<file path="src/hw/idma_rt_pkg.sv">
// constants and bus types for the two-port 2d DMA register front end
// offsets are byte addresses of 32-bit words; only exact word offsets are decoded
package idma_rt_pkg;

  // the module tree is built for exactly two register ports
  localparam int unsigned NumPorts     = 2;
  localparam int unsigned PortIdxWidth = $clog2(NumPorts);

  localparam int unsigned RegWidth     = 32;
  localparam int unsigned IdWidth      = 32;
  localparam int unsigned RegAddrWidth = 8;

  // register map
  localparam logic [RegAddrWidth-1:0] RegSrcAddr   = 8'h00;
  localparam logic [RegAddrWidth-1:0] RegDstAddr   = 8'h04;
  localparam logic [RegAddrWidth-1:0] RegNumBytes  = 8'h08;
  localparam logic [RegAddrWidth-1:0] RegConf      = 8'h0C;
  localparam logic [RegAddrWidth-1:0] RegStrideSrc = 8'h10;
  localparam logic [RegAddrWidth-1:0] RegStrideDst = 8'h14;
  localparam logic [RegAddrWidth-1:0] RegNumReps   = 8'h18;
  // read-only, a read here launches a transfer
  localparam logic [RegAddrWidth-1:0] RegNextId    = 8'h1C;
  localparam logic [RegAddrWidth-1:0] RegDone      = 8'h20;
  localparam logic [RegAddrWidth-1:0] RegStatus    = 8'h24;

  // option bits inside RegConf
  localparam int unsigned ConfWidth       = 3;
  localparam int unsigned ConfDecoupleBit = 0;
  localparam int unsigned ConfDeburstBit  = 1;
  localparam int unsigned ConfTwodBit     = 2;

  // master holds the request until it sees ready
  typedef struct packed {
    logic                    valid;
    logic                    write;
    logic [RegAddrWidth-1:0] addr;
    logic [RegWidth-1:0]     wdata;
  } reg_req_t;

  typedef struct packed {
    logic                ready;
    logic                error;
    logic [RegWidth-1:0] rdata;
  } reg_rsp_t;

  // one 2d transfer as handed to the backend
  typedef struct packed {
    logic [RegWidth-1:0] src_addr;
    logic [RegWidth-1:0] dst_addr;
    logic [RegWidth-1:0] length;
    logic [RegWidth-1:0] src_stride;
    logic [RegWidth-1:0] dst_stride;
    logic [RegWidth-1:0] reps;
    logic                decouple_rw;
    logic                deburst;
  } burst_req_t;

endpackage

</file>
<file path="src/hw/idma_rt_reg_file.sv">
// configuration registers of one port; RegConf stores its three option bits only
// a launching RegNextId read keeps ready low until the arbiter grants it
`timescale 1ns/10ps

module idma_rt_reg_file (
  input  logic                            clk_i,
  input  logic                            reset_i,
  input  idma_rt_pkg::reg_req_t           reg_req_i,
  input  logic                            launch_grant_i,
  input  logic [idma_rt_pkg::IdWidth-1:0] next_id_i,
  input  logic [idma_rt_pkg::IdWidth-1:0] done_id_i,
  input  logic                            busy_i,
  output idma_rt_pkg::reg_rsp_t           reg_rsp_o,
  output logic                            launch_valid_o,
  output idma_rt_pkg::burst_req_t         burst_o
);

  logic [idma_rt_pkg::RegWidth-1:0]  src_addr_q;
  logic [idma_rt_pkg::RegWidth-1:0]  dst_addr_q;
  logic [idma_rt_pkg::RegWidth-1:0]  num_bytes_q;
  logic [idma_rt_pkg::ConfWidth-1:0] conf_q;
  logic [idma_rt_pkg::RegWidth-1:0]  stride_src_q;
  logic [idma_rt_pkg::RegWidth-1:0]  stride_dst_q;
  logic [idma_rt_pkg::RegWidth-1:0]  num_reps_q;

  logic                             rd;
  logic                             wr;
  logic                             writable;
  logic                             known;
  logic                             launchable;
  logic [idma_rt_pkg::RegWidth-1:0] rd_value;

  assign rd = reg_req_i.valid & ~reg_req_i.write;
  assign wr = reg_req_i.valid & reg_req_i.write;

  // nothing to move without a length, and a 2d transfer needs repetitions
  assign launchable = (num_bytes_q != '0) &&
                      (!conf_q[idma_rt_pkg::ConfTwodBit] || (num_reps_q != '0));

  assign launch_valid_o = rd && (reg_req_i.addr == idma_rt_pkg::RegNextId) && launchable;

  // address decode and read mux
  always_comb begin
    writable = 1'b1;
    known    = 1'b1;
    rd_value = '0;
    case (reg_req_i.addr)
      idma_rt_pkg::RegSrcAddr:   rd_value = src_addr_q;
      idma_rt_pkg::RegDstAddr:   rd_value = dst_addr_q;
      idma_rt_pkg::RegNumBytes:  rd_value = num_bytes_q;
      idma_rt_pkg::RegConf:      rd_value = {{(idma_rt_pkg::RegWidth-idma_rt_pkg::ConfWidth){1'b0}},
                                             conf_q};
      idma_rt_pkg::RegStrideSrc: rd_value = stride_src_q;
      idma_rt_pkg::RegStrideDst: rd_value = stride_dst_q;
      idma_rt_pkg::RegNumReps:   rd_value = num_reps_q;
      // returns zero when the configuration cannot launch
      idma_rt_pkg::RegNextId:    writable = 1'b0;
      idma_rt_pkg::RegDone: begin
        writable = 1'b0;
        rd_value = done_id_i;
      end
      idma_rt_pkg::RegStatus: begin
        writable = 1'b0;
        rd_value = {{(idma_rt_pkg::RegWidth-1){1'b0}}, busy_i};
      end
      default: begin
        writable = 1'b0;
        known    = 1'b0;
      end
    endcase
  end

  always_comb begin
    reg_rsp_o.ready = reg_req_i.valid;
    reg_rsp_o.error = 1'b0;
    reg_rsp_o.rdata = '0;
    if (wr && !writable) begin
      reg_rsp_o.error = 1'b1;
    end
    if (rd) begin
      if (!known) begin
        reg_rsp_o.error = 1'b1;
      end else if (launch_valid_o) begin
        // stall until the backend takes the burst, then hand back its id
        reg_rsp_o.ready = launch_grant_i;
        reg_rsp_o.rdata = next_id_i;
      end else begin
        reg_rsp_o.rdata = rd_value;
      end
    end
  end

  always_ff @(posedge clk_i) begin
    if (reset_i) begin
      src_addr_q   <= '0;
      dst_addr_q   <= '0;
      num_bytes_q  <= '0;
      conf_q       <= '0;
      stride_src_q <= '0;
      stride_dst_q <= '0;
      num_reps_q   <= '0;
    end else if (wr) begin
      case (reg_req_i.addr)
        idma_rt_pkg::RegSrcAddr:   src_addr_q   <= reg_req_i.wdata;
        idma_rt_pkg::RegDstAddr:   dst_addr_q   <= reg_req_i.wdata;
        idma_rt_pkg::RegNumBytes:  num_bytes_q  <= reg_req_i.wdata;
        idma_rt_pkg::RegConf:      conf_q       <= reg_req_i.wdata[idma_rt_pkg::ConfWidth-1:0];
        idma_rt_pkg::RegStrideSrc: stride_src_q <= reg_req_i.wdata;
        idma_rt_pkg::RegStrideDst: stride_dst_q <= reg_req_i.wdata;
        idma_rt_pkg::RegNumReps:   num_reps_q   <= reg_req_i.wdata;
        default: ;
      endcase
    end
  end

  // burst built straight from the registers
  always_comb begin
    burst_o.src_addr    = src_addr_q;
    burst_o.dst_addr    = dst_addr_q;
    burst_o.length      = num_bytes_q;
    burst_o.src_stride  = stride_src_q;
    burst_o.dst_stride  = stride_dst_q;
    burst_o.decouple_rw = conf_q[idma_rt_pkg::ConfDecoupleBit];
    burst_o.deburst     = conf_q[idma_rt_pkg::ConfDeburstBit];
    if (conf_q[idma_rt_pkg::ConfTwodBit]) begin
      burst_o.reps = num_reps_q;
    end else begin
      // a 1d transfer is a single repetition
      burst_o.reps = idma_rt_pkg::RegWidth'(1);
    end
  end

endmodule

</file>
<file path="config.mk">
export PLATFORM = sky130hd
export DESIGN_NAME = idma_rt_reg_file
export DESIGN_NICKNAME = d
export VERILOG_FILES = /design/src/hw/idma_rt_pkg.sv /design/src/hw/idma_rt_reg_file.sv
export SDC_FILE = /design/constraint.sdc
export NUM_CORES = 1
export LEC_CHECK = 0
export ABC_AREA = 0
export BUFFER_PORTS_ARGS = -buffer_cell sky130_fd_sc_hd__buf_2
export CORE_ASPECT_RATIO = 1.75
export CORE_MARGIN = 2
export CORE_UTILIZATION = 50
export CTS_CLUSTER_DIAMETER = 100
export DETAILED_ROUTE_END_ITERATION = 10
export PLACE_DENSITY_LB_ADDON = 0.08
export RECOVER_POWER = 100
export SYNTH_ARGS = -nofsm -noshare
export SYNTH_HDL_FRONTEND = slang
export SYNTH_SLANG_ARGS = --single-unit
</file>
<file path="constraint.sdc">
create_clock -name clk_i -period 2.89 [get_ports clk_i]
set_clock_uncertainty 0.05 [all_clocks]
set_input_delay 0.4335 -clock clk_i [delete_from_list [all_inputs] [get_ports clk_i]]
set_output_delay 0.4335 -clock clk_i [all_outputs]
set_load 0.03 [all_outputs]
</file>
-- Word level (Yosys, flattened, before mapping)
Cells that the tools add are included.
- ROM bits: 0
- bits of input ports: 110
- output and inout bits: 229
- RAM bits: 0
- flip-flop bits (word level): 195
- memories kept: 0
- bits in latches: 0
- muxes and demuxes: 11
- divide/modulo/power cells: 0
- shift operators: 0
- $add $sub $neg: 0
- $lt $le $gt $ge: 0
- reduce and logical (&&, ||, !) cells: 19
- bitwise logic cells: 3
- eq/ne operators: 9
- multiply operators: 0
- operators by type and width (operator ; number):
    $pmux W32 S9 ; 1
    $mux W32 ; 3
    $reduce_bool A32 Y1 ; 2
    $mux W34 ; 1
    $eq A8 B5 Y1 const B ; 4
    $eq A8 B4 Y1 const B ; 2
    $eq A8 B6 Y1 const B ; 2
    $reduce_and A2 Y1 ; 7
    $reduce_or A10 Y1 ; 1
    $eq A8 B3 Y1 const B ; 1
    $logic_not A8 Y1 ; 1
    $reduce_or A7 Y1 ; 1
    $mux W1 ; 6
    $logic_and A1 B1 Y1 ; 4
    $and A1 B1 Y1 ; 2
    $logic_not A1 Y1 ; 2
    $logic_or A1 B1 Y1 ; 1
    $not A1 Y1 ; 1

-- Logic depth before layout (Yosys ltp)
- depth in word-level cells: 8
- depth in mapped cells: 9
- depth with buffers taken out: 5

-- Worst setup path before layout
No wires, ideal clock.
- path type: register to output
- start: register num_reps_q[8] (netlist name)
- end: output port reg_rsp_o[33] (netlist name)
- data arrival time: 2.401 ns
- slack: 0.006 ns
- required time: 2.407 ns
- stages on the path, launching flop included: 7
- path buffers: 2
- cell sequence: dfxtp_1 > or4_1 > or4_4 > and2_4 > buf_6 > buf_6 > a21boi_0
- RTL lines (item ; line ; RTL):
    start, declared ; idma_rt_reg_file.sv:24 ; logic [idma_rt_pkg::RegWidth-1:0] num_reps_q;
    start signal, assigned ; idma_rt_reg_file.sv:110 ; idma_rt_pkg::RegNumReps: num_reps_q <= reg_req_i.wdata;
    end, declared ; idma_rt_reg_file.sv:13 ; output idma_rt_pkg::reg_rsp_t reg_rsp_o,

==> impl_metrics.env <==
export IMPL_place_area_mm2=0.01182
export IMPL_final_nets=1699
export IMPL_path_class="reg -> out"
export IMPL_dieArea_mm2=0.02003
export IMPL_postRouteAntennaNets=0
export IMPL_finalCriticalPeriod_ps=3120
export IMPL_slew_headroom=0.3894
export IMPL_m1WireLength_mm=15.08
export IMPL_io_pins=339
export IMPL_synth_top_cells_by_area="dfxtp_1 (41%), nand2_1 (16%), a21oi_1 (12%), mux2i_1 (4.9%), clkbuf_1 (2.7%)"
export IMPL_clockBufferDepth=2
export IMPL_drive_above_1_share=0.1904
export IMPL_row_count=66
export IMPL_ys_seq_area_frac=0.4137
export IMPL_async_reset_ff_frac=0
export IMPL_fin_area_mm2=0.01235
export IMPL_syn_avg_cell_area_um2=7.555
export IMPL_yosys_area_top_type_share=0.4137
export IMPL_synth_top_flop_cell="dfxtp_1"
export IMPL_fmax_mhz=320.5
export IMPL_max_cap_violations=0
export IMPL_clock_latency_ps=440
export IMPL_worst_slew_pin_slew_ps=916.0
export IMPL_synth_seq_cells=195
export IMPL_synth_top_cells_by_count="nand2_1 (401), a21oi_1 (219), dfxtp_1 (195)"
export IMPL_cts_made_buffers=17
export IMPL_die_x_um=107.9
export IMPL_via_per_inst=6.139
export IMPL_worstHoldPathType="in -> reg"
export IMPL_power_density_mw_per_mm2=453.0
export IMPL_vias=11300
export IMPL_crit_fanout=10
export IMPL_design_core_area_mm2=0.01858
export IMPL_grt_pass1_vias=10600
export IMPL_synthesis_nets=1359
export IMPL_grt_util_all_layers=0.4478
export IMPL_power_mw=5.595
export IMPL_ir_drop_uv=421.1
export IMPL_slew_viol_final=0
export IMPL_maxUsedRoutingLayer="met5"
export IMPL_synth_cell_types=56
export IMPL_max_stage_delay_ps=570
export IMPL_cts_root_buf="clkbuf_16"
export IMPL_antenna_cells=0
export IMPL_cp_common_cell="or4_4"
export IMPL_syn_cell_area_mm2=0.009437
export IMPL_yosysMostFrequentCell="nand2_1"
export IMPL_whs_ps=244.9
export IMPL_status="finished with violations"
export IMPL_area_growth_pct=30.89
export IMPL_fin_ws_ps=-230.5
export IMPL_portBuffers=338
export IMPL_drt_total_wl_mm=45.77
export IMPL_firstDrtPassIters=5
export IMPL_crit_arrival_ps=2640
export IMPL_setup_viol=31
export IMPL_drc=0
export IMPL_gp_congestion=1.016
export IMPL_met2_length_mm=22.20
export IMPL_rsz0062_at_grt="yes"
export IMPL_first_iter_violations=911
export IMPL_die_y_um=185.7
export IMPL_critPathBufInv=2
export IMPL_final_hold_viol_count=0
export IMPL_htreeDepth=4
export IMPL_hpwl_mm=33.87
export IMPL_met3_length_mm=3.731
export IMPL_grt_overflow=0
export IMPL_cp_slowest_cell="or4_4"
export IMPL_fillers=1787
export IMPL_cp_data_required_time_ps=2410
export IMPL_synth_warnings=0
export IMPL_grt_max_degree=76
export IMPL_cts_sinks=195
export IMPL_cts_tree="yes"
export IMPL_worst_path_dominant_cell_family="simple AND/OR/NAND/NOR gates"
export IMPL_path_clk_slew_ps=70
export IMPL_violations="setup timing"
export IMPL_crit_path_end_kind="primary output"
export IMPL_synthCells=1249
export IMPL_start_kind="flop"
export IMPL_start_util=0.5079
export IMPL_grt_pass1_wl_mm=65.18
export IMPL_antenna_found_initial=1
export IMPL_period_share=1.080
export IMPL_yosysTopAreaCell="dfxtp_1"
export IMPL_synth_edff_count=0
export IMPL_cp_cell_sequence="or4_4 -> or4_4 -> and2_4 -> buf_12 -> a22o_1 -> buf_6"
export IMPL_cts_hold_fix_buffers=0
export IMPL_cellLeakagePower_nw=4.439
export IMPL_wl_per_cell_um=24.87
export IMPL_setup_tns_ps=-4706
-- sequential cells by signal (all words and copies together), names as in the netlist --
| register | cells |
|---|---|
| num_reps_q | 32 |
| conf_q | 3 |
| dst_addr_q | 32 |
| num_bytes_q | 32 |
| src_addr_q | 32 |
| stride_dst_q | 32 |
| stride_src_q | 32 |
-- layout by cell type (no fill, tap or decap), drive strengths merged, types with 5 or more instances in the layout --
master   synthesis  layout
a2111oi          6       6
a21o             6       6
a21oi          219     219
a221oi           8       8
a22o            11      11
a22oi           24      24
a2bb2oi         10      10
and2            34      34
buf             45     240
clkbuf          68     216
dfxtp          195     195
mux2i           46      46
nand2          401     401
nand3           20      20
nand3b           6       6
nand4            5       5
nor2            20      20
nor2b            6       6
nor3            19      19
nor4            18      18
o21ai           15      15
o22ai            6       6
o2bb2ai         25      25
-- timing repair --
| item | in CTS | in global routing |
|---|---|---|
| pin swaps | 5 | 0 |
| setup endpoints to repair | 34 | 34 |
| hold endpoints to repair | 0 | 0 |
| resized for setup | 54 | 6 |
| buffers inserted | 1 | 0 |
| gates cloned | 1 | 0 |
-- worst paths after layout --
check / start / end / slack [ps] / cells after the start
setup reg to reg: num_bytes_q[9]$_SDFFE_PP0P_ / num_bytes_q[9]$_SDFFE_PP0P_ / 1940 / 3
setup / recovery: num_reps_q[8]$_SDFFE_PP0P_ / reg_rsp_o[30] / -230 / 6
hold reg to reg: src_addr_q[0]$_SDFFE_PP0P_ / src_addr_q[0]$_SDFFE_PP0P_ / 420 / 2
hold / removal: reg_req_i[27] / src_addr_q[27]$_SDFFE_PP0P_ / 240 / 3
-- layer usage --
metal,vias to the layer above,GRT usage
li1,5008,-
met1,5280,0.4637
met2,774,0.7552
met3,231,0.08999
met4,2,0.3949
met5,-,0
-- tightest hold or removal path, stage by stage --
cell	delay, ps
buf_2	150
nand2_1	60
a21oi_1	50
-- where the power goes --
part	internal (mW)	leakage [nW]	switching, mW
clock network	1.44	0.294	1.08
logic	0.127	2.57	0.263
registers	2.69	1.57	0.00200
-- logic make-up after synthesis --
group,Yosys count,synth area share
AND/OR/NAND/NOR,548,0.2583
AO/OA/AOI/OAI,342,0.2185
flip-flops,195,0.4137
buffers and inverters,114,0.05357
multiplexers,50,0.05595
-- through the flow --
stage          setup WS [ps]    util  instances
2_1_floorplan          5.685       -       1249
3_3_place_gp           39.50  0.6361       1806
3_5_place_dp           34.84  0.6361       1806
4_1_cts               -226.7  0.6802       1840
5_1_grt               -280.4  0.6648       1840
6_report              -230.5  0.6648       1840
-- layout make-up --
type,count,area [um^2],share of cell area
Multi-Input combinational cell,940,5075,0.4109
Sequential cell,195,3910,0.3166
Timing Repair Buffer,434,2447,0.1981
Clock buffer,22,474.2,0.03839
Tap cell,238,297.8,0.02411
Clock inverter,10,143.9,0.01165
Inverter,1,3.754,0.0003039
Power figures use the tool's default switching activity.
