===== src/hw/idma_rt_pkg.sv =====
// constants and bus types for the two-port 2d DMA register front end
// offsets are byte addresses of 32-bit words; only exact word offsets are decoded
package idma_rt_pkg;

  // the module tree is built for exactly two register ports
  localparam int unsigned NumPorts     = 2;
  localparam int unsigned PortIdxWidth = $clog2(NumPorts);

  localparam int unsigned RegWidth     = 32;
  localparam int unsigned IdWidth      = 32;
  localparam int unsigned RegAddrWidth = 8;

  // register map
  localparam logic [RegAddrWidth-1:0] RegSrcAddr   = 8'h00;
  localparam logic [RegAddrWidth-1:0] RegDstAddr   = 8'h04;
  localparam logic [RegAddrWidth-1:0] RegNumBytes  = 8'h08;
  localparam logic [RegAddrWidth-1:0] RegConf      = 8'h0C;
  localparam logic [RegAddrWidth-1:0] RegStrideSrc = 8'h10;
  localparam logic [RegAddrWidth-1:0] RegStrideDst = 8'h14;
  localparam logic [RegAddrWidth-1:0] RegNumReps   = 8'h18;
  // read-only, a read here launches a transfer
  localparam logic [RegAddrWidth-1:0] RegNextId    = 8'h1C;
  localparam logic [RegAddrWidth-1:0] RegDone      = 8'h20;
  localparam logic [RegAddrWidth-1:0] RegStatus    = 8'h24;

  // option bits inside RegConf
  localparam int unsigned ConfWidth       = 3;
  localparam int unsigned ConfDecoupleBit = 0;
  localparam int unsigned ConfDeburstBit  = 1;
  localparam int unsigned ConfTwodBit     = 2;

  // master holds the request until it sees ready
  typedef struct packed {
    logic                    valid;
    logic                    write;
    logic [RegAddrWidth-1:0] addr;
    logic [RegWidth-1:0]     wdata;
  } reg_req_t;

  typedef struct packed {
    logic                ready;
    logic                error;
    logic [RegWidth-1:0] rdata;
  } reg_rsp_t;

  // one 2d transfer as handed to the backend
  typedef struct packed {
    logic [RegWidth-1:0] src_addr;
    logic [RegWidth-1:0] dst_addr;
    logic [RegWidth-1:0] length;
    logic [RegWidth-1:0] src_stride;
    logic [RegWidth-1:0] dst_stride;
    logic [RegWidth-1:0] reps;
    logic                decouple_rw;
    logic                deburst;
  } burst_req_t;

endpackage


===== src/hw/idma_transfer_id_gen.sv =====
// issued and completed transfer counters, both wrap at IdWidth bits
`timescale 1ns/10ps

module idma_transfer_id_gen (
  input  logic                            clk_i,
  input  logic                            reset_i,
  input  logic                            issue_i,
  input  logic                            retire_i,
  output logic [idma_rt_pkg::IdWidth-1:0] next_o,
  output logic [idma_rt_pkg::IdWidth-1:0] completed_o
);

  logic [idma_rt_pkg::IdWidth-1:0] next_q;
  logic [idma_rt_pkg::IdWidth-1:0] completed_q;

  always_ff @(posedge clk_i) begin
    if (reset_i) begin
      // id 0 is never handed out, so done_id 0 means nothing finished yet
      next_q      <= idma_rt_pkg::IdWidth'(1);
      completed_q <= '0;
    end else begin
      if (issue_i) begin
        next_q <= next_q + 1'b1;
      end
      if (retire_i) begin
        completed_q <= completed_q + 1'b1;
      end
    end
  end

  assign next_o      = next_q;
  assign completed_o = completed_q;

endmodule


===== config.mk =====
export PLATFORM = sky130hd
export DESIGN_NAME = idma_transfer_id_gen
export DESIGN_NICKNAME = d
export VERILOG_FILES = /design/src/hw/idma_rt_pkg.sv /design/src/hw/idma_transfer_id_gen.sv
export SDC_FILE = /design/constraint.sdc
export NUM_CORES = 1
export LEC_CHECK = 0
export BUFFER_PORTS_ARGS = -buffer_cell sky130_fd_sc_hd__buf_2
export CAP_MARGIN = 0
export CORE_ASPECT_RATIO = 1.1
export CORE_UTILIZATION = 60
export CTS_BUF_LIST = sky130_fd_sc_hd__clkbuf_2 sky130_fd_sc_hd__clkbuf_4 sky130_fd_sc_hd__clkbuf_8
export CTS_CLUSTER_SIZE = 40
export DETAILED_ROUTE_END_ITERATION = 10
export PLACE_DENSITY = 0.87
export SYNTH_ARGS = -nofsm -noshare
export SYNTH_HDL_FRONTEND = slang
export SYNTH_SLANG_ARGS = --single-unit

===== constraint.sdc =====
create_clock -name clk_i -period 4.2 [get_ports clk_i]
set_input_delay 0 -clock clk_i [delete_from_list [all_inputs] [get_ports clk_i]]
set_output_delay 0 -clock clk_i [all_outputs]
set_load 0.03 [all_outputs]

# Yosys cells after proc, flatten, opt, wreduce, memory -nomap -nowiden
# Index checks and enable logic that the tools add are counted.
# W data, S select, Z words.
# op_classes
n_eq_ne	0
muxes	0
multipliers	0
div_mod_pow	0
shift	0
addsub	2
magnitude_cmp	0
bitwise_logic	0
reduce_logical	0
# ops
op	n
$add A32 B1 Y32 const B	2
# totals
regBits	64
latchBits	0
out_inout_bits	64
n_memories	0
romBits	0
mem_bits_rw	0
elab_cells	4

# Logic depth before layout (Yosys ltp)
# Gate-level depths: netlist of the first run.
# depth
ltp_word	1
mapped_depth	7
ltp_nobuf	5

# Worst setup path after synthesis of the first run
# No wires, ideal clock.
# synth_path
path_type	register to register
startpoint	reg completed_q, in the netlist completed_o[8]
endpoint	reg completed_q, in the netlist completed_o[31]
stages_incl_launch_ff	6
period_less_slack_ns	2.121
t_required_ns	4.079
n_path_buf	1
setup_slack_ns	2.079
arrival_time_ns	2.001
cell_sequence	dfxtp_1 -> nand4_2 -> or4_1 -> buf_2 -> nor4_1 -> mux2_2
# synth_between
elab_chain_cells	1
# synth_lines
element	line_no	rtl
start, declared	idma_transfer_id_gen.sv:14	logic [idma_rt_pkg::IdWidth-1:0] completed_q;
start signal, assigned	idma_transfer_id_gen.sv:26	completed_q <= completed_q + 1'b1;
$add A32 B1 Y32	idma_transfer_id_gen.sv:26	
# No other way between the ends.
# A chain may end at the register's enable or synchronous reset.

# Final worst setup path of the first run
# layout_path
startpoint	reg next_q, in the netlist next_o[3]
endpoint	reg next_q, in the netlist next_o[28]
# layout_between
elab_chain_cells	1
# layout_lines
element	line_no	rtl
start, declared	idma_transfer_id_gen.sv:13	logic [idma_rt_pkg::IdWidth-1:0] next_q;
start signal, assigned	idma_transfer_id_gen.sv:19	next_q <= idma_rt_pkg::IdWidth'(1);
start signal, assigned	idma_transfer_id_gen.sv:23	next_q <= next_q + 1'b1;
$add A32 B1 Y32	idma_transfer_id_gen.sv:23	
# No other way between the ends.

==> results.txt, run 1 <==
Post-Place Cells: 454
fin. max-slew vios: 0
post-synthesis instance total: 352
Synth-to-Final Area Change: 18.6%
Setup TNS: 0 ns
critical path class: register to register
postcts setup bufs: 0
gr ovfl total: 0
GRT Overall Usage: 25.7%
WP data required: 4.46 ns
Synth top area share: 42.5%
Synth Warn #: 0
core box area: 0.00475 mm²
gpl congestion: 0.814
Synth area leader: dfxtp_1
IR drop worst, VDD: 241 µV
CTS Buffer Depth: 2
# IOs: 68
global-route wire length before repair: 11300 µm
Reg clk slew, reported paths: 0.07 ns
worst-case reg-to-reg path depth: 4
row count: 26
via count: 2883
register area share after synthesis: 42.5%
PortBufs: 67
startpoint types: register
largest cells by area after synthesis: dfxtp_1, a21oi_1, o31ai_1
Via-to-Cell Ratio: 6.11
Die H: 76.3 µm
Hold Path Depth: 2
number of diodes: 0
fraction of layout cells with a size suffix above 1: 22.6%
clk sink count: 64
Post-CTS Hold Fix Bufs: 2
crit path DAT: 2.85 ns
post-synth net total: 358
CP endpoint kind: register
LEAKAGE: 0.00136 µW
Rel. slew slack: 21.1%
outcome: completed
Synth Cell Area: 0.00301 mm²
worst-path maximum fanout: 30
DR DRC count: 0
initial drt markers: 267
dpl hpwl: 4430 µm
clock root buffer: clkbuf_8
Netlist cell types: 34
Avg WL per Cell: 14.2 µm
total CTS buffers: 9
worst hold path type: primary input to register
CTS tree: done
Power per Cell Area: 351 mW/mm²
max_cap viols: 0
Fillers: 366
Max Freq: 0.385 GHz
die area: 0.00531 mm²
RSZ-0062 raised after global routing: no
area of the multi-input gates: 0.00161 mm²
commonest cells after routing, fill and taps aside: buf_2, dfxtp_1, a21oi_1
Clock H-tree levels: 3
Initial Utilization: 63.4%
Tcrit/Tclk final: 61.8%
initial antenna violation count: 0
post-synthesis average cell area: 8.56 µm²
Sequential Area: 0.00128 mm²
largest net degree at the start of global routing: 69
final hold violations: 0
Resize count post-CTS: 0
final non-filler cell total: 472
worst clock skew: 0.0101 ns
commonest non-fill, non-tap cell in the layout: buf_2
Pre-antenna DRT Iters: 5
antenna viol nets, final: 0
latest clock arrival within the worst-skew pair: 0.34 ns
die span in x: 69.6 µm
post-synthesis register bit count: 64
final WL: 6710 µm
vias in the first global route: 2596
minimum clock period: 2.60 ns
measured slew at the worst slew-check pin: 1.18 ns
Setup Viol. Count Final: 0
final net count: 417
-- cells in the mapped netlist --
cell / instances
o41ai_1: 2
nor2b_1: 4
or3_2: 1
and3_1: 3
ha_1: 2
clkbuf_1: 16
and4_2: 1
nand2_1: 21
mux2_2: 4
or3_1: 14
or4b_2: 2
buf_2: 3
and2_1: 6
nor2_1: 29
or4_1: 20
xor2_1: 17
nor4_1: 3
nand2b_1: 1
nand3b_1: 1
dfxtp_1: 64
a21oi_1: 34
buf_6: 1
buf_1: 1
xnor2_1: 7
o31ai_1: 20
nor3_1: 6
and4_1: 8
o21ai_0: 12
nand3_1: 19
nand4_2: 2
inv_1: 7
or2_2: 1
mux2i_1: 2
nand4_1: 18
-- cell type report --
cell class	instances	share of cell area, %
Multi-Input combinational cell	260	45.2
Tap cell	56	1.96
Clock buffer	11	4.06
Timing Repair Buffer	69	9.95
Clock inverter	5	2.24
Sequential cell	64	35.9
Inverter	7	0.736
-- power by group --
part / internal (µW) / total, µW / switching [µW]
Sequential: 612 / 617 / 5.34
Clock: 356 / 594 / 238
Combinational: 13.3 / 43.2 / 29.9
Total: 981 / 1250 / 273
-- cells by family after synthesis --
kind of cell / after synthesis / synth area share [%]
adders and majority gates: 2 / 0.831
xor gates and xnor gates: 24 / 6.98
DFF: 64 / 42.5
buffers and inverters: 28 / 3.86
muxes: 6 / 2.16
and+or+nand+nor: 160 / 30.4
AOI/OAI and AO/OA: 68 / 13.2
-- critical path, stage by stage (launching register included) --
cell and delay (ns):
dfxtp_1 0.42, and4_1 0.38, nand4_1 0.79, or4_1 0.76, a21oi_1 0.16
-- per-stage QoR --
step           total power [µW]  area (µm²)  utilization [%]  setup slack [ns]  hold WS [ns]
2_1_floorplan               661        3010                -              2.08         0.133
3_3_place_gp                672        3330             70.0              1.72         0.297
5_1_grt                    1290        3570             75.2              1.31         0.429
6_report                   1250        3570             75.2              1.60         0.382
4_1_cts                    1260        3570             75.2              1.59         0.386
3_5_place_dp                673        3330             70.0              1.62         0.313
-- path summary, 6_finish.rpt --
path                    endpoint  slack (ns)        from
hold / removal    completed_o[9]        0.38     reset_i
setup / recovery      next_o[28]        1.60   next_o[3]
hold reg to reg       next_o[31]        0.48  next_o[31]
setup reg to reg      next_o[28]        1.60   next_o[3]
-- flip-flops by register name (all words and copies together) (netlist names) --
register     flops
completed_o     32
next_o          32
-- per-layer routing --
| metal | up-vias | wire, µm | global-route usage, % |
|---|---|---|---|
| li1 | 1418 | - | - |
| met1 | 1359 | 3040 | 31.7 |
| met2 | 97 | 3250 | 43.1 |
| met3 | 9 | 337 | 5.82 |
| met4 | 0 | 88 | 10.6 |
| met5 | - | 0 | 0 |
Note: power is estimated with default switching activity, not from simulation.
==> run 2: changes to the inputs <==
--- a/config.mk
+++ b/config.mk
@@ -8,11 +8,11 @@
 export BUFFER_PORTS_ARGS = -buffer_cell sky130_fd_sc_hd__buf_2
 export CAP_MARGIN = 0
 export CORE_ASPECT_RATIO = 1.1
-export CORE_UTILIZATION = 60
+export CORE_UTILIZATION = 56
 export CTS_BUF_LIST = sky130_fd_sc_hd__clkbuf_2 sky130_fd_sc_hd__clkbuf_4 sky130_fd_sc_hd__clkbuf_8
 export CTS_CLUSTER_SIZE = 40
 export DETAILED_ROUTE_END_ITERATION = 10
-export PLACE_DENSITY = 0.87
+export PLACE_DENSITY = 0.82
 export SYNTH_ARGS = -nofsm -noshare
 export SYNTH_HDL_FRONTEND = slang
 export SYNTH_SLANG_ARGS = --single-unit
==> constraint.sdc (replaced) <==
create_clock -name clk_i -period 2.71 [get_ports clk_i]
set_input_delay 0 -clock clk_i [delete_from_list [all_inputs] [get_ports clk_i]]
set_output_delay 0 -clock clk_i [all_outputs]
set_load 0.03 [all_outputs]
==> run 2 against run 1 <==
Global-route usage fell by 0.62 points; die area up 6.9%; sequential share of layout area unchanged; final area did not move; via count rose by 0.59%; cell count grew 3.6%; power rose by 46%; combinational power rose by 61%; critical path depth is the same; setup slack worse by 1.2 ns; critical path type unchanged; highest routed layer unchanged.
==> results.txt, run 2 (same netlist as run 1, synthesis figures left out) <==
Via-to-Cell Ratio: 5.93 (-2.9%)
clk sink count: 64 (unchanged)
final non-filler cell total: 489 (+3.6%)
Clock H-tree levels: 3 (unchanged)
WP data required: 2.94 ns (-1.52 ns)
Reg clk slew, reported paths: 0.07 ns (about the same)
initial antenna violation count: 0 (unchanged)
dpl hpwl: 4510 µm (+1.8%)
final WL: 6800 µm (+1.3%)
total power: 1830 µW (+46%)
crit-path max cell delay: 0.80 ns (about the same)
row count: 27 (+3.8%)
initial drt markers: 164 (-39%)
commonest non-fill, non-tap cell in the layout: buf_2
IR drop worst, VDD: 478 µV (+98%)
Top delay family on crit path: simple AND/OR/NAND/NOR gates
measured slew at the worst slew-check pin: 0.791 ns (-0.392 ns)
Max Freq: 0.438 GHz (+14%)
antenna viol nets, final: 0 (unchanged)
worst hold path type: primary input to register
PortBufs: 67 (unchanged)
Layout Utilization: 70.0% (-5.2 points)
die area: 0.00568 mm² (+6.9%)
crit path DAT: 2.51 ns (-0.34 ns)
Die H: 78.9 µm (+3.4%)
Rel. slew slack: 47.3% (+26 points)
critical path class: register to register
max_cap viols: 0 (unchanged)
Initial Utilization: 59.0% (-4.4 points)
Synth-to-Final Area Change: 18.6% (unchanged)
number of diodes: 0 (unchanged)
largest net degree at the start of global routing: 45 (-35%)
Pre-antenna DRT Iters: 4 (-1)
Setup Viol. Count Final: 0 (unchanged)
worst clock skew: 0.00678 ns (-0.00337 ns)
startpoint types: register
clock root buffer: clkbuf_8
CP endpoint kind: register
final hold violations: 0 (unchanged)
minimum clock period: 2.28 ns (-0.315 ns)
CTS Buffer Depth: 2 (unchanged)
Crit-path slowest cell: or4_1
commonest cells after routing, fill and taps aside: buf_2, dfxtp_1, a21oi_1
latest clock arrival within the worst-skew pair: 0.34 ns (about the same)
Avg WL per Cell: 13.9 µm (-2.2%)
LEAKAGE: 0.00136 µW (+0.17%)
Post-Place Cells: 472 (+4.0%)
final net count: 419 (+0.48%)
gr ovfl total: 0 (unchanged)
via count: 2900 (+0.59%)
Setup TNS: 0 ns (unchanged)
# IOs: 68 (unchanged)
core box area: 0.00510 mm² (+7.4%)
outcome: completed
global-route wire length before repair: 11200 µm (-0.18%)
die span in x: 71.9 µm (+3.4%)
gpl congestion: 0.856 (+5.1%)
total CTS buffers: 9 (unchanged)
worst-path maximum fanout: 19 (-37%)
vias in the first global route: 2498 (-3.8%)
postcts setup bufs: 0 (unchanged)
hold_ws: 0.238 ns (-0.144 ns)
CP cell instances: nand4_2 > or4_1 > nor4_1 > mux2_2
Tcrit/Tclk final: 84.2% (+22 points)
CTS tree: done
RSZ-0062 raised after global routing: no
fraction of layout cells with a size suffix above 1: 22.8% (+0.19 points)
fin. max-slew vios: 0 (unchanged)
GRT Overall Usage: 25.1% (-0.62 points)
CP Buf/Inv Count: 0 (unchanged)
DR DRC count: 0 (unchanged)
Power per Cell Area: 513 mW/mm² (+46%)
-- run 2: cell count changes in the layout (fill, tap and decap cells not counted) --
cell	previous run	this run
bufinv_16	2	1
clkinv_2	1	3
clkinvlp_4	2	0
buf_4	0	2
-- run 2: power breakdown --
group / total, µW / switching (µW) / internal [µW]
combinational: 69.5 / 47.9 / 21.6
sequential: 957 / 8.57 / 948
clock: 806 / 356 / 450
-- run 2: repair_timing --
item,in CTS,in global routing
gates resized for setup,0,0
endpoints found under the hold margin,3,0
hold buffers,2,0
-- run 2: final cells by class --
type / instances / area, µm²
clock buffer: 11 / 145
clock inverter: 4 / 45.0
timing repair buffer: 71 / 370
sequential: 64 / 1280
fill: 443 / 1530
inverter: 7 / 26.3
tap: 72 / 90.1
multi-input combinational: 260 / 1610
-- run 2: layer usage --
metal	vias to the layer above	share of wire [%]	track usage, %
met3	13	5.8	8.38
met1	1389	45	30.2
li1	1420	-	-
met5	-	0	0
met2	78	47	40.9
met4	0	1.6	10.4
-- run 2: metrics by stage --
step	setup slack [ns]	instance area, µm²
after floorplan	0.589	3010
after global placement	0.549	3360
after detailed placement	0.477	3360
after CTS	0.466	3570
after global routing	0.319	3570
final	0.428	3570
-- run 2: final timing paths --
| kind | startpoint | end | slack, ns | cells after the start |
|---|---|---|---|---|
| setup / recovery | completed_o[7] | completed_o[31] | 0.43 | 4 |
| hold / removal | reset_i | completed_o[7] | 0.24 | 2 |
| setup reg to reg | completed_o[7] | completed_o[31] | 0.43 | 4 |
| hold reg to reg | next_o[31] | next_o[31] | 0.49 | 2 |
